File: config.mk
export PLATFORM = sky130hd
export DESIGN_NAME = neoSysIo
export DESIGN_NICKNAME = d
export VERILOG_FILES = /design/src/logic/neoIoMapPkg.sv /design/src/logic/neoIoFieldPkg.sv /design/src/logic/neoInputSync.sv /design/src/logic/neoIoRegs.sv /design/src/logic/neoSlotSelect.sv /design/src/logic/neoLedLatches.sv /design/src/logic/neoSysIo.sv
export SDC_FILE = /design/constraint.sdc
export NUM_CORES = 1
export LEC_CHECK = 0
export ABC_AREA = 0
export BUFFER_PORTS_ARGS = -buffer_cell sky130_fd_sc_hd__buf_2
export CAP_MARGIN = 20
export CORE_UTILIZATION = 25
export CTS_CLUSTER_SIZE = 20
export DETAILED_ROUTE_END_ITERATION = 16
export PLACE_DENSITY_LB_ADDON = 0.12
export SLEW_MARGIN = 10
export SYNTH_ARGS = -nofsm -noshare
export SYNTH_HDL_FRONTEND = slang
export SYNTH_SLANG_ARGS = --single-unit
File: constraint.sdc
create_clock -name clk -period 2.78 [get_ports clk]
set_input_delay 0.278 -clock clk [delete_from_list [all_inputs] [get_ports clk]]
set_output_delay 0.278 -clock clk [all_outputs]
set_load 0.01 [all_outputs]
File: src/logic/neoIoMapPkg.sv
// Register map and bus constants, imported by the system I/O RTL and its testbench
`default_nettype none

package neoIoMapPkg;

	// ==========================================================
	// APB slave port
	// ==========================================================

	// Byte address, registers on word boundaries
	localparam int ApbAddrWidth = 8;

	// ==========================================================
	// Register offsets
	// ==========================================================

	// Read-only inputs
	localparam logic [ApbAddrWidth-1:0] RegDipSw = 8'h00;
	localparam logic [ApbAddrWidth-1:0] RegSysType = 8'h04;
	// Coins, service, RTC serial pins
	localparam logic [ApbAddrWidth-1:0] RegStatusA = 8'h08;

	// Writable control
	localparam logic [ApbAddrWidth-1:0] RegSlot = 8'h10;
	// LED latch strobes, field in bits 5..3
	localparam logic [ApbAddrWidth-1:0] RegLedLatch = 8'h14;
	localparam logic [ApbAddrWidth-1:0] RegLedData = 8'h18;
	// RTC bit-bang pins
	localparam logic [ApbAddrWidth-1:0] RegRtcCtrl = 8'h1C;

	// ==========================================================
	// Input synchronizer
	// ==========================================================

	// Two flops is enough for switches and RTC data
	localparam int DefSyncStages = 2;

endpackage

`default_nettype wire

File: src/logic/neoIoFieldPkg.sv
// Register field layout and write byte views, imported by the I/O register RTL and testbench
`default_nettype none

package neoIoFieldPkg;

	// ==========================================================
	// Field widths
	// ==========================================================

	// One data byte per register
	localparam int IoByteWidth = 8;
	localparam int NumCoins = 4;

	// Cartridge slots, multi-slot boards only
	localparam int SlotWidth = 3;
	localparam int NumSlots = 6;

	// Strobe field sits in bits 5..3
	localparam int LedLatchWidth = 3;
	localparam int LedLatchLsb = 3;

	// Strobe, clock, data in
	localparam int RtcCtrlWidth = 3;

	// ==========================================================
	// Status A bit positions
	// ==========================================================

	localparam int StatRtcDout = 7;
	localparam int StatRtcTp = 6;
	// Always reads as one on an arcade board
	localparam int StatFixedOne = 5;
	localparam int StatCoin4 = 4;
	localparam int StatCoin3 = 3;
	localparam int StatService = 2;
	localparam int StatCoin2 = 1;
	localparam int StatCoin1 = 0;

	// ==========================================================
	// Write byte, decoded per target register
	// ==========================================================

	typedef union packed {
		struct packed {
			logic [IoByteWidth-SlotWidth-1:0] unused;
			logic [SlotWidth-1:0] slot;
		} slotView;
		struct packed {
			logic [IoByteWidth-LedLatchWidth-LedLatchLsb-1:0] unusedHi;
			logic [LedLatchWidth-1:0] strobe;
			logic [LedLatchLsb-1:0] unusedLo;
		} latchView;
		struct packed {
			logic [IoByteWidth-RtcCtrlWidth-1:0] unused;
			logic strobe;
			logic clk;
			logic din;
		} rtcView;
	} IoWriteByte_u;

endpackage

`default_nettype wire

File: src/logic/neoInputSync.sv
// Synchronizer chain for the board switch, coin and RTC input pins, feeding the register block
`timescale 1ns/1ps
`default_nettype none

module neoInputSync #(
	parameter int syncStages = neoIoMapPkg::DefSyncStages
) (
	input wire clk,
	input wire nRESET,
	// Raw board pins, asynchronous to clk
	input wire [neoIoFieldPkg::IoByteWidth-1:0] dipSw,
	input wire [neoIoFieldPkg::NumCoins-1:0] coin,
	input wire service,
	input wire test,
	input wire rtcDout,
	input wire rtcTp,
	// Pins after the last stage
	output logic [neoIoFieldPkg::IoByteWidth-1:0] syncDipSw,
	output logic [neoIoFieldPkg::NumCoins-1:0] syncCoin,
	output logic syncService,
	output logic syncTest,
	output logic syncRtcDout,
	output logic syncRtcTp
);

	import neoIoFieldPkg::*;

	// DIP byte, coins, then four single pins
	localparam int InWidth = IoByteWidth + NumCoins + 4;

	logic [InWidth-1:0] pinBus;
	logic [syncStages-1:0][InWidth-1:0] chain;

	// All pins share one chain
	assign pinBus = {dipSw, coin, service, test, rtcDout, rtcTp};

	// ==========================================================
	// Shift chain
	// ==========================================================

	always_ff @(posedge clk)
	begin
		if (!nRESET)
		begin
			chain <= '0;
		end
		else
		begin
			// First stage samples the pins
			chain[0] <= pinBus;
			// Remaining stages shift toward the output
			for (int i = 1; i < syncStages; i++)
			begin
				chain[i] <= chain[i-1];
			end
		end
	end

	// Split the last stage back into fields
	assign {syncDipSw, syncCoin, syncService, syncTest, syncRtcDout, syncRtcTp} =
		chain[syncStages-1];

endmodule

`default_nettype wire

File: src/logic/neoIoRegs.sv
// APB register block for the system I/O, holding slot, LED and RTC state and muxing read data
`timescale 1ns/1ps
`default_nettype none

module neoIoRegs (
	input wire clk,
	input wire nRESET,
	// APB slave
	input wire psel,
	input wire penable,
	input wire pwrite,
	input wire [neoIoMapPkg::ApbAddrWidth-1:0] paddr,
	input wire [31:0] pwdata,
	output logic [31:0] prdata,
	output logic pready,
	output logic pslverr,
	// Synchronized board inputs
	input wire [neoIoFieldPkg::IoByteWidth-1:0] syncDipSw,
	input wire [neoIoFieldPkg::NumCoins-1:0] syncCoin,
	input wire syncService,
	input wire syncTest,
	input wire syncRtcDout,
	input wire syncRtcTp,
	// High on arcade boards, low on consoles
	input wire systemType,
	// Control state
	output logic [neoIoFieldPkg::SlotWidth-1:0] slotReg,
	output logic [neoIoFieldPkg::LedLatchWidth-1:0] ledLatch,
	output logic [neoIoFieldPkg::IoByteWidth-1:0] ledData,
	// RTC bit-bang pins
	output logic rtcDin,
	output logic rtcClk,
	output logic rtcStrobe
);

	import neoIoMapPkg::*;
	import neoIoFieldPkg::*;

	logic access;
	logic isMapped;
	logic isReadOnly;
	logic wrValid;
	IoWriteByte_u wrByte;
	IoWriteByte_u rdView;
	logic [IoByteWidth-1:0] rdByte;
	logic [IoByteWidth-1:0] statusA;
	// strobe, clk, din
	logic [RtcCtrlWidth-1:0] rtcCtrl;

	// ==========================================================
	// Bus decode
	// ==========================================================

	// Second cycle of a transfer
	assign access = psel & penable;

	// Never any wait states
	assign pready = 1'b1;

	// Low byte carries all write fields
	assign wrByte = pwdata[IoByteWidth-1:0];

	// Status A as seen on an arcade board
	always_comb
	begin
		statusA = '0;
		statusA[StatRtcDout] = syncRtcDout;
		statusA[StatRtcTp] = syncRtcTp;
		statusA[StatFixedOne] = 1'b1;
		statusA[StatCoin4] = syncCoin[3];
		statusA[StatCoin3] = syncCoin[2];
		statusA[StatService] = syncService;
		statusA[StatCoin2] = syncCoin[1];
		statusA[StatCoin1] = syncCoin[0];
	end

	// Address decode and read mux
	always_comb
	begin
		rdView = '0;
		rdByte = '0;
		isMapped = 1'b1;
		isReadOnly = 1'b0;
		case (paddr)
			RegDipSw:
			begin
				rdByte = syncDipSw;
				isReadOnly = 1'b1;
			end
			RegSysType:
			begin
				// Test button in bit 7, rest reads zero
				rdByte = {syncTest, {(IoByteWidth-1){1'b0}}};
				isReadOnly = 1'b1;
			end
			RegStatusA:
			begin
				// Console reads zero, BIOS uses this to tell the boards apart
				rdByte = systemType ? statusA : '0;
				isReadOnly = 1'b1;
			end
			RegSlot:
			begin
				rdView.slotView.slot = slotReg;
				rdByte = rdView;
			end
			RegLedLatch:
			begin
				// Back in the same bit positions as written
				rdView.latchView.strobe = ledLatch;
				rdByte = rdView;
			end
			RegLedData:
			begin
				rdByte = ledData;
			end
			RegRtcCtrl:
			begin
				rdView.rtcView.strobe = rtcCtrl[2];
				rdView.rtcView.clk = rtcCtrl[1];
				rdView.rtcView.din = rtcCtrl[0];
				rdByte = rdView;
			end
			default:
			begin
				isMapped = 1'b0;
			end
		endcase
	end

	// Error on a hole in the map or a write to an input register
	assign pslverr = access & (~isMapped | (pwrite & isReadOnly));

	// Zero-extended, only driven in a read access
	assign prdata = (access && !pwrite) ? {{(32-IoByteWidth){1'b0}}, rdByte} : '0;

	// Faulted writes change nothing
	assign wrValid = access & pwrite & isMapped & ~isReadOnly;

	// ==========================================================
	// Writable registers
	// ==========================================================

	always_ff @(posedge clk)
	begin
		if (!nRESET)
		begin
			slotReg <= '0;
			ledLatch <= '0;
			ledData <= '0;
			rtcCtrl <= '0;
		end
		else if (wrValid)
		begin
			case (paddr)
				RegSlot:
					slotReg <= wrByte.slotView.slot;
				RegLedLatch:
					ledLatch <= wrByte.latchView.strobe;
				// Whole byte, no field view
				RegLedData:
					ledData <= wrByte;
				RegRtcCtrl:
					rtcCtrl <= {wrByte.rtcView.strobe, wrByte.rtcView.clk, wrByte.rtcView.din};
				default:
					slotReg <= slotReg;
			endcase
		end
	end

	// RTC pins straight off the register
	assign rtcDin = rtcCtrl[0];
	assign rtcClk = rtcCtrl[1];
	assign rtcStrobe = rtcCtrl[2];

endmodule

`default_nettype wire

File: src/logic/neoSlotSelect.sv
// Cartridge slot decoder, turns the slot register into registered enables and slot lines
`timescale 1ns/1ps
`default_nettype none

module neoSlotSelect (
	input wire clk,
	input wire nRESET,
	// Slot number from the register block
	input wire [neoIoFieldPkg::SlotWidth-1:0] slotReg,
	// High on multi-slot boards
	input wire systemB,
	// One-hot active-low slot enables
	output logic [neoIoFieldPkg::NumSlots-1:0] nSlot,
	// Binary slot number
	output logic slotA,
	output logic slotB,
	output logic slotC
);

	import neoIoFieldPkg::*;

	logic [NumSlots-1:0] slotDec;

	// ==========================================================
	// Enable decode
	// ==========================================================

	always_comb
	begin
		// Default all slots off
		slotDec = '1;
		// Numbers past the last slot leave every enable high
		if (slotReg < NumSlots)
		begin
			slotDec[slotReg] = 1'b0;
		end
	end

	// ==========================================================
	// Output registers
	// ==========================================================

	always_ff @(posedge clk)
	begin
		if (!nRESET)
		begin
			nSlot <= '1;
			{slotC, slotB, slotA} <= '0;
		end
		else if (systemB)
		begin
			nSlot <= slotDec;
			// Slot lines carry the number even when out of range
			{slotC, slotB, slotA} <= slotReg;
		end
		else
		begin
			// Single-slot board, nothing to select
			nSlot <= '1;
			{slotC, slotB, slotA} <= '0;
		end
	end

endmodule

`default_nettype wire

File: src/logic/neoLedLatches.sv
// Display latch model, captures LED data into three bytes on rising latch strobes
`timescale 1ns/1ps
`default_nettype none

module neoLedLatches (
	input wire clk,
	input wire nRESET,
	// Strobes, one per display byte
	input wire [neoIoFieldPkg::LedLatchWidth-1:0] ledLatch,
	// Shared data byte for all displays
	input wire [neoIoFieldPkg::IoByteWidth-1:0] ledData,
	// Latched display bytes
	output logic [neoIoFieldPkg::IoByteWidth-1:0] ledOut0,
	output logic [neoIoFieldPkg::IoByteWidth-1:0] ledOut1,
	output logic [neoIoFieldPkg::IoByteWidth-1:0] ledOut2
);

	import neoIoFieldPkg::*;

	logic [LedLatchWidth-1:0] prevLatch;
	logic [LedLatchWidth-1:0] risingEdge;
	logic [LedLatchWidth-1:0][IoByteWidth-1:0] display;

	// ==========================================================
	// Strobe edge detect
	// ==========================================================

	// 0 to 1 since last cycle
	assign risingEdge = ledLatch & ~prevLatch;

	// ==========================================================
	// Capture
	// ==========================================================

	always_ff @(posedge clk)
	begin
		if (!nRESET)
		begin
			prevLatch <= '0;
			display <= '0;
		end
		else
		begin
			prevLatch <= ledLatch;
			// Bit i loads display byte i
			for (int i = 0; i < LedLatchWidth; i++)
			begin
				if (risingEdge[i])
				begin
					display[i] <= ledData;
				end
			end
		end
	end

	// Byte 0 on strobe bit 0, and so on
	assign ledOut0 = display[0];
	assign ledOut1 = display[1];
	assign ledOut2 = display[2];

endmodule

`default_nettype wire

File: src/logic/neoSysIo.sv
// System I/O top level, an APB peripheral for the arcade board's switches, slots, LEDs and RTC
`timescale 1ns/1ps
`default_nettype none

module neoSysIo #(
	// Input synchronizer depth
	parameter int syncStages = neoIoMapPkg::DefSyncStages
) (
	input wire clk,
	input wire nRESET,
	// APB slave
	input wire psel,
	input wire penable,
	input wire pwrite,
	input wire [neoIoMapPkg::ApbAddrWidth-1:0] paddr,
	input wire [31:0] pwdata,
	output logic [31:0] prdata,
	output logic pready,
	output logic pslverr,
	// Board inputs
	input wire [neoIoFieldPkg::IoByteWidth-1:0] dipSw,
	input wire coin1,
	input wire coin2,
	input wire coin3,
	input wire coin4,
	input wire service,
	input wire test,
	input wire rtcDout,
	input wire rtcTp,
	input wire systemType,
	input wire systemB,
	// Slot select
	output logic [neoIoFieldPkg::NumSlots-1:0] nSlot,
	output logic slotA,
	output logic slotB,
	output logic slotC,
	// LED latch interface and display bytes
	output logic [neoIoFieldPkg::LedLatchWidth-1:0] ledLatch,
	output logic [neoIoFieldPkg::IoByteWidth-1:0] ledData,
	output logic [neoIoFieldPkg::IoByteWidth-1:0] ledOut0,
	output logic [neoIoFieldPkg::IoByteWidth-1:0] ledOut1,
	output logic [neoIoFieldPkg::IoByteWidth-1:0] ledOut2,
	// RTC
	output logic rtcDin,
	output logic rtcClk,
	output logic rtcStrobe
);

	import neoIoFieldPkg::*;

	logic [IoByteWidth-1:0] syncDipSw;
	logic [NumCoins-1:0] syncCoin;
	logic syncService;
	logic syncTest;
	logic syncRtcDout;
	logic syncRtcTp;
	logic [SlotWidth-1:0] slotReg;

	// ==========================================================
	// Input side
	// ==========================================================

	neoInputSync #(
		.syncStages(syncStages)
	) inputSync (
		.clk(clk),
		.nRESET(nRESET),
		.dipSw(dipSw),
		// Coin 1 in bit 0
		.coin({coin4, coin3, coin2, coin1}),
		.service(service),
		.test(test),
		.rtcDout(rtcDout),
		.rtcTp(rtcTp),
		.syncDipSw(syncDipSw),
		.syncCoin(syncCoin),
		.syncService(syncService),
		.syncTest(syncTest),
		.syncRtcDout(syncRtcDout),
		.syncRtcTp(syncRtcTp)
	);

	// ==========================================================
	// Registers and output stages
	// ==========================================================

	neoIoRegs ioRegs (
		.clk(clk),
		.nRESET(nRESET),
		.psel(psel),
		.penable(penable),
		.pwrite(pwrite),
		.paddr(paddr),
		.pwdata(pwdata),
		.prdata(prdata),
		.pready(pready),
		.pslverr(pslverr),
		.syncDipSw(syncDipSw),
		.syncCoin(syncCoin),
		.syncService(syncService),
		.syncTest(syncTest),
		.syncRtcDout(syncRtcDout),
		.syncRtcTp(syncRtcTp),
		.systemType(systemType),
		.slotReg(slotReg),
		.ledLatch(ledLatch),
		.ledData(ledData),
		.rtcDin(rtcDin),
		.rtcClk(rtcClk),
		.rtcStrobe(rtcStrobe)
	);

	neoSlotSelect slotSelect (
		.clk(clk),
		.nRESET(nRESET),
		.slotReg(slotReg),
		.systemB(systemB),
		.nSlot(nSlot),
		.slotA(slotA),
		.slotB(slotB),
		.slotC(slotC)
	);

	// Stands in for the external latch chips
	neoLedLatches ledLatches (
		.clk(clk),
		.nRESET(nRESET),
		.ledLatch(ledLatch),
		.ledData(ledData),
		.ledOut0(ledOut0),
		.ledOut1(ledOut1),
		.ledOut2(ledOut2)
	);

endmodule

`default_nettype wire

# After elaboration in Yosys (flattened, before gate mapping)
# Cells that the tools add are included.
# classes
order_cmp	3
eq_ne	6
muxes	7
bitwise_logic	12
reduce_logical	12
# op_table
cell	n
8-bit case mux with 7 select lines	1
8-bit by 5-bit == test with 1-bit output, second input constant	4
8-bit two-way mux	2
2-bit AND reduction	5
8-bit by 3-bit == test with 1-bit output, second input constant	1
8-bit by 4-bit == test with 1-bit output, second input constant	1
8-bit logical NOT	1
7-bit OR reduction	1
1-bit bitwise AND	6
6-bit NOT	1
3-bit by 4-bit < comparator with 1-bit output, second input constant	1
3-bit bitwise AND	1
1-bit demux with 3-bit select	1
3-bit by 1-bit greater-or-equal comparator with 1-bit output, second input constant	1
3-bit < comparator, second input constant	1
1-bit two-way mux	3
3-bit NOT	1
3-bit AND reduction	1
3-bit OR reduction	1
1-bit logical AND	2
1-bit NOT	2
1-bit logical NOT	1
1-bit OR	1
# totals
reg_bits	85
wordCells	54

# Depth between registers and ports, before layout
# depth
word_depth	6
ltp_mapped	7
depth_no_buf	4

# By module
# Synthesis repeated with hierarchy kept, for this count alone.
# hier_totals
cells_unflattened	344
area_unflattened_um2	3528.4
# by_module_without_submodules
module	instances	cells_per_inst	area_per_inst_um2
neoIoRegs	1	147	1277.5
neoLedLatches	1	96	1009.7
neoInputSync	1	79	985.9
neoSlotSelect	1	22	255.2

# Least setup slack after synthesis
# Ideal clock, no wire load.
# synth_timing
path_type	input -> output
startpoint	in paddr[4] (netlist bit)
endpoint	out prdata[6]
t_arrival_ps	1319
slack_ps	1183
stages	5
path_cell_list	buf_2 nor2b_1 a22o_1 a22oi_1 nor4b_1
# synth_via
elab_chain_len	3
word_cells_on_any_way	9
# synth_rtl
element	line	text
start, declared	neoSysIo.sv:15	input wire [neoIoMapPkg::ApbAddrWidth-1:0] paddr,
8-bit by 5-bit == test with 1-bit output, or another cell as far along	-	
8-bit case mux with 7 select lines (*)	neoIoRegs.sv:84	case (paddr)
8-bit two-way mux (*)	neoIoRegs.sv:135	assign prdata = (access && !pwrite) ? {{(32-IoByteWidth){1'b0}}, rdByte} : '0;
end, declared	neoSysIo.sv:17	output logic [31:0] prdata,
# Mark *: on every way between the ends. The rest lies on a longest branch, timed or not.

# Final worst setup path
# layout_timing
startpoint	in paddr[1] (netlist bit)
endpoint	out prdata[7]
# The elaborated chain is that of the path after synthesis.

==> summary.txt <==
Run status
  • Outcome: completed

Worst setup path
  • CP Class: in -> out
  • Max incr delay on CP: 0.54 ns
  • Slowest CP cell: nor4_4
  • Critical Path Source Type: primary input
  • Crit-path cells: buf_2, nor4_4, nand2b_2, nand3b_4, a21oi_1, buf_2
  • CP max FO: 7
  • Setup crit end kind: output pin
  • CP required: 2.50 ns
  • Most frequent CP cell: buf_2
  • Arrival @ worst endpoint: 1.72 ns

Clock tree
  • CTS-repair resized insts: 0
  • Clock sinks: 85
  • Root buf cell: clkbuf_16
  • TritonCTS buffer count: 9
  • Post-CTS Setup Bufs: 0
  • Worst-path clk slew: 0.06 ns
  • CTS Buffer Depth: 2
  • CTS H-tree lvls: 3
  • CTS tree: done
  • Worst skew pair latency: 0.33 ns
  • Hold buffers post-CTS: 0

STA
  • Max-slew violations: 0
  • Fin. Hold Viols: 0
  • Tmin final: 2.00 ns
  • Layout Skew: 0.00628 ns
  • Slew HR: 0.578
  • Final Cycle Share: 0.720
  • Fin Setup TNS: 0 ns
  • RSZ-0062 raised after global routing: false
  • Final Setup Violations: 0
  • Worst slew pin tran: 0.633 ns
  • Fmax achieved: 500 MHz

Global routing
  • Total grt overflow: 0
  • Largest net degree at the start of global routing: 39
  • Initial antenna violation count: 1
  • GRT Util Overall: 0.117
  • Vias in the first global route: 2277
  • First-pass GRT wire length: 12400 um

Routing
  • DR iter-0 viols: 138
  • # DRC: 0
  • WL final: 7970 um
  • Vias: 2456
  • Vias per cell: 4.04
  • First drt pass iteration count: 4
  • Detail Route Antenna Nets: 0
  • WL/cell: 13.1 um

Placed design
  • Final HPWL DP: 5850 um
  • Post-DP Area: 3890 um2
  • Placer Congestion: 0.700
  • PortBufs: 94

Synthesis
  • Syn Std Cell Area: 3380 um2
  • Primary FF master, synth: dfxtp_1
  • Ys async rst share: 0
  • Mean Syn Cell Area: 9.90 um2
  • Synth Instances: 341
  • Number of flops mapped to enable cells by yosys: 0
  • Synth cell types: 40
  • Register bit total from synthesis: 85
  • Warnings, synthesis: 0
  • Register area share after synthesis: 0.504

Floorplanning
  • Num rows: 42
  • Core ar.: 13200 um2
  • Initial Utilization: 0.256
  • Die Area: 14000 um2
  • Die Y: 118 um
  • Die width: 118 um
  • IO Pins: 144

Power and ir drop
  • Leakage: 0.00193 uW
  • Cell Pwr Density: 626 nW/um2
  • Peak supply drop: 0.245 mV

Final layout
  • Share of layout cells above drive strength 1: 0.275
  • Diode count: 0
  • Commonest non-fill, non-tap cell in the layout: buf_2
  • Finished Cell Area: 4210 um2
  • Most frequent cells in the layout: buf_2 (94), dfxtp_1 (85), and2_1 (36)
  • Layout Nets: 490
  • Area growth syn-to-layout: 24.8%

Flow run
  • Max_cap viols: 0

Worst hold path
  • Worst min path class: in -> reg
-- flip-flops by register name, indices dropped and copies added (netlist names), 3 cells and up --
name,cells
ledLatches.prevLatch,3
ioRegs.ledLatch,3
inputSync.syncCoin,4
ioRegs.ledData,8
slotSelect.nSlot,6
inputSync.chain,16
inputSync.syncDipSw,8
ledLatches.ledOut1,8
ledLatches.ledOut2,8
ledLatches.ledOut0,8
ioRegs.slotReg,3
ioRegs.rtcCtrl,3
-- synthesized netlist by cell type (5+ instances only) --
cell type	count	area [um2]
and2_1	36	225
nand3_1	18	90.1
clkbuf_1	9	33.8
nor2b_1	31	194
buf_4	25	188
buf_2	9	45.0
nor2_1	7	26.3
o21ai_0	10	50.1
and3_1	5	31.3
dfxtp_1	85	1700
mux2i_1	29	290
a21oi_1	8	40.0
nand2_1	22	82.6
-- power breakdown --
part	leakage (uW)	switching (uW)	internal, uW
registers	0.000692	4.86	1240
clock network	0.000150	473	790
logic	0.00109	78.1	50.9
total	0.00193	556	2080
-- cell families after synthesis --
logic type	synth area share
buf+inv	0.0856
simple gates	0.246
mux	0.0860
flops	0.504
compound gates	0.0756
other cells	0.00222
-- critical path, delay by kind of cell --
| family | cells | cell delay, ns |
|---|---|---|
| AO/OA/AOI/OAI | 1 | 0.22 |
| buffers and inverters | 2 | 0.29 |
| AND/OR/NAND/NOR | 3 | 0.93 |
-- per-layer routing --
metal / vias up / track usage / part of all wire
li1: 1264 / - / -
met4: 2 / 0.0505 / 0.015
met5: - / 0 / 0.0016
met3: 12 / 0.0405 / 0.057
met2: 74 / 0.185 / 0.46
met1: 1104 / 0.145 / 0.46
-- final timing paths --
kind                                                            to                       startpoint  cells past startpoint  slack (ns)
worst min register to register   inputSync.syncDipSw[7]$_SDFF_PN0_   inputSync.chain[15]$_SDFF_PN0_                      1        0.43
worst max register to register  ledLatches.ledOut0[3]$_SDFFE_PN0P_  ioRegs.ledLatch[0]$_SDFFE_PN0P_                      3        1.53
worst min-delay path                inputSync.chain[11]$_SDFF_PN0_                         dipSw[3]                      2        0.15
worst max-delay path                                     prdata[7]                         paddr[1]                      6        0.78
-- final cells by class --
type                            instances  area [um2]
Fill cell                            1363        8980
Sequential cell                        85        1700
Multi-Input combinational cell        232        1470
Timing Repair Buffer                   97         493
Clock buffer                           11         233
Tap cell                              176         220
Clock inverter                          5        85.1
Inverter                                2        7.51
-- metrics by stage --
step | instances | total power (uW) | hold WS (ns) | util | setup WS (ns)
after CTS | 608 | 2680 | 0.137 | 0.319 | 0.736
after detailed placement | 592 | 1400 | 0.418 | 0.295 | 0.735
final | 608 | 2640 | 0.152 | 0.319 | 0.779
after global routing | 608 | 2750 | 0.136 | 0.319 | 0.687
after floorplan | 364 | 1380 | 0.405 | - | 1.18
after global placement | 592 | 1400 | 0.422 | 0.295 | 0.785
Note: power is estimated with default switching activity, not from simulation.
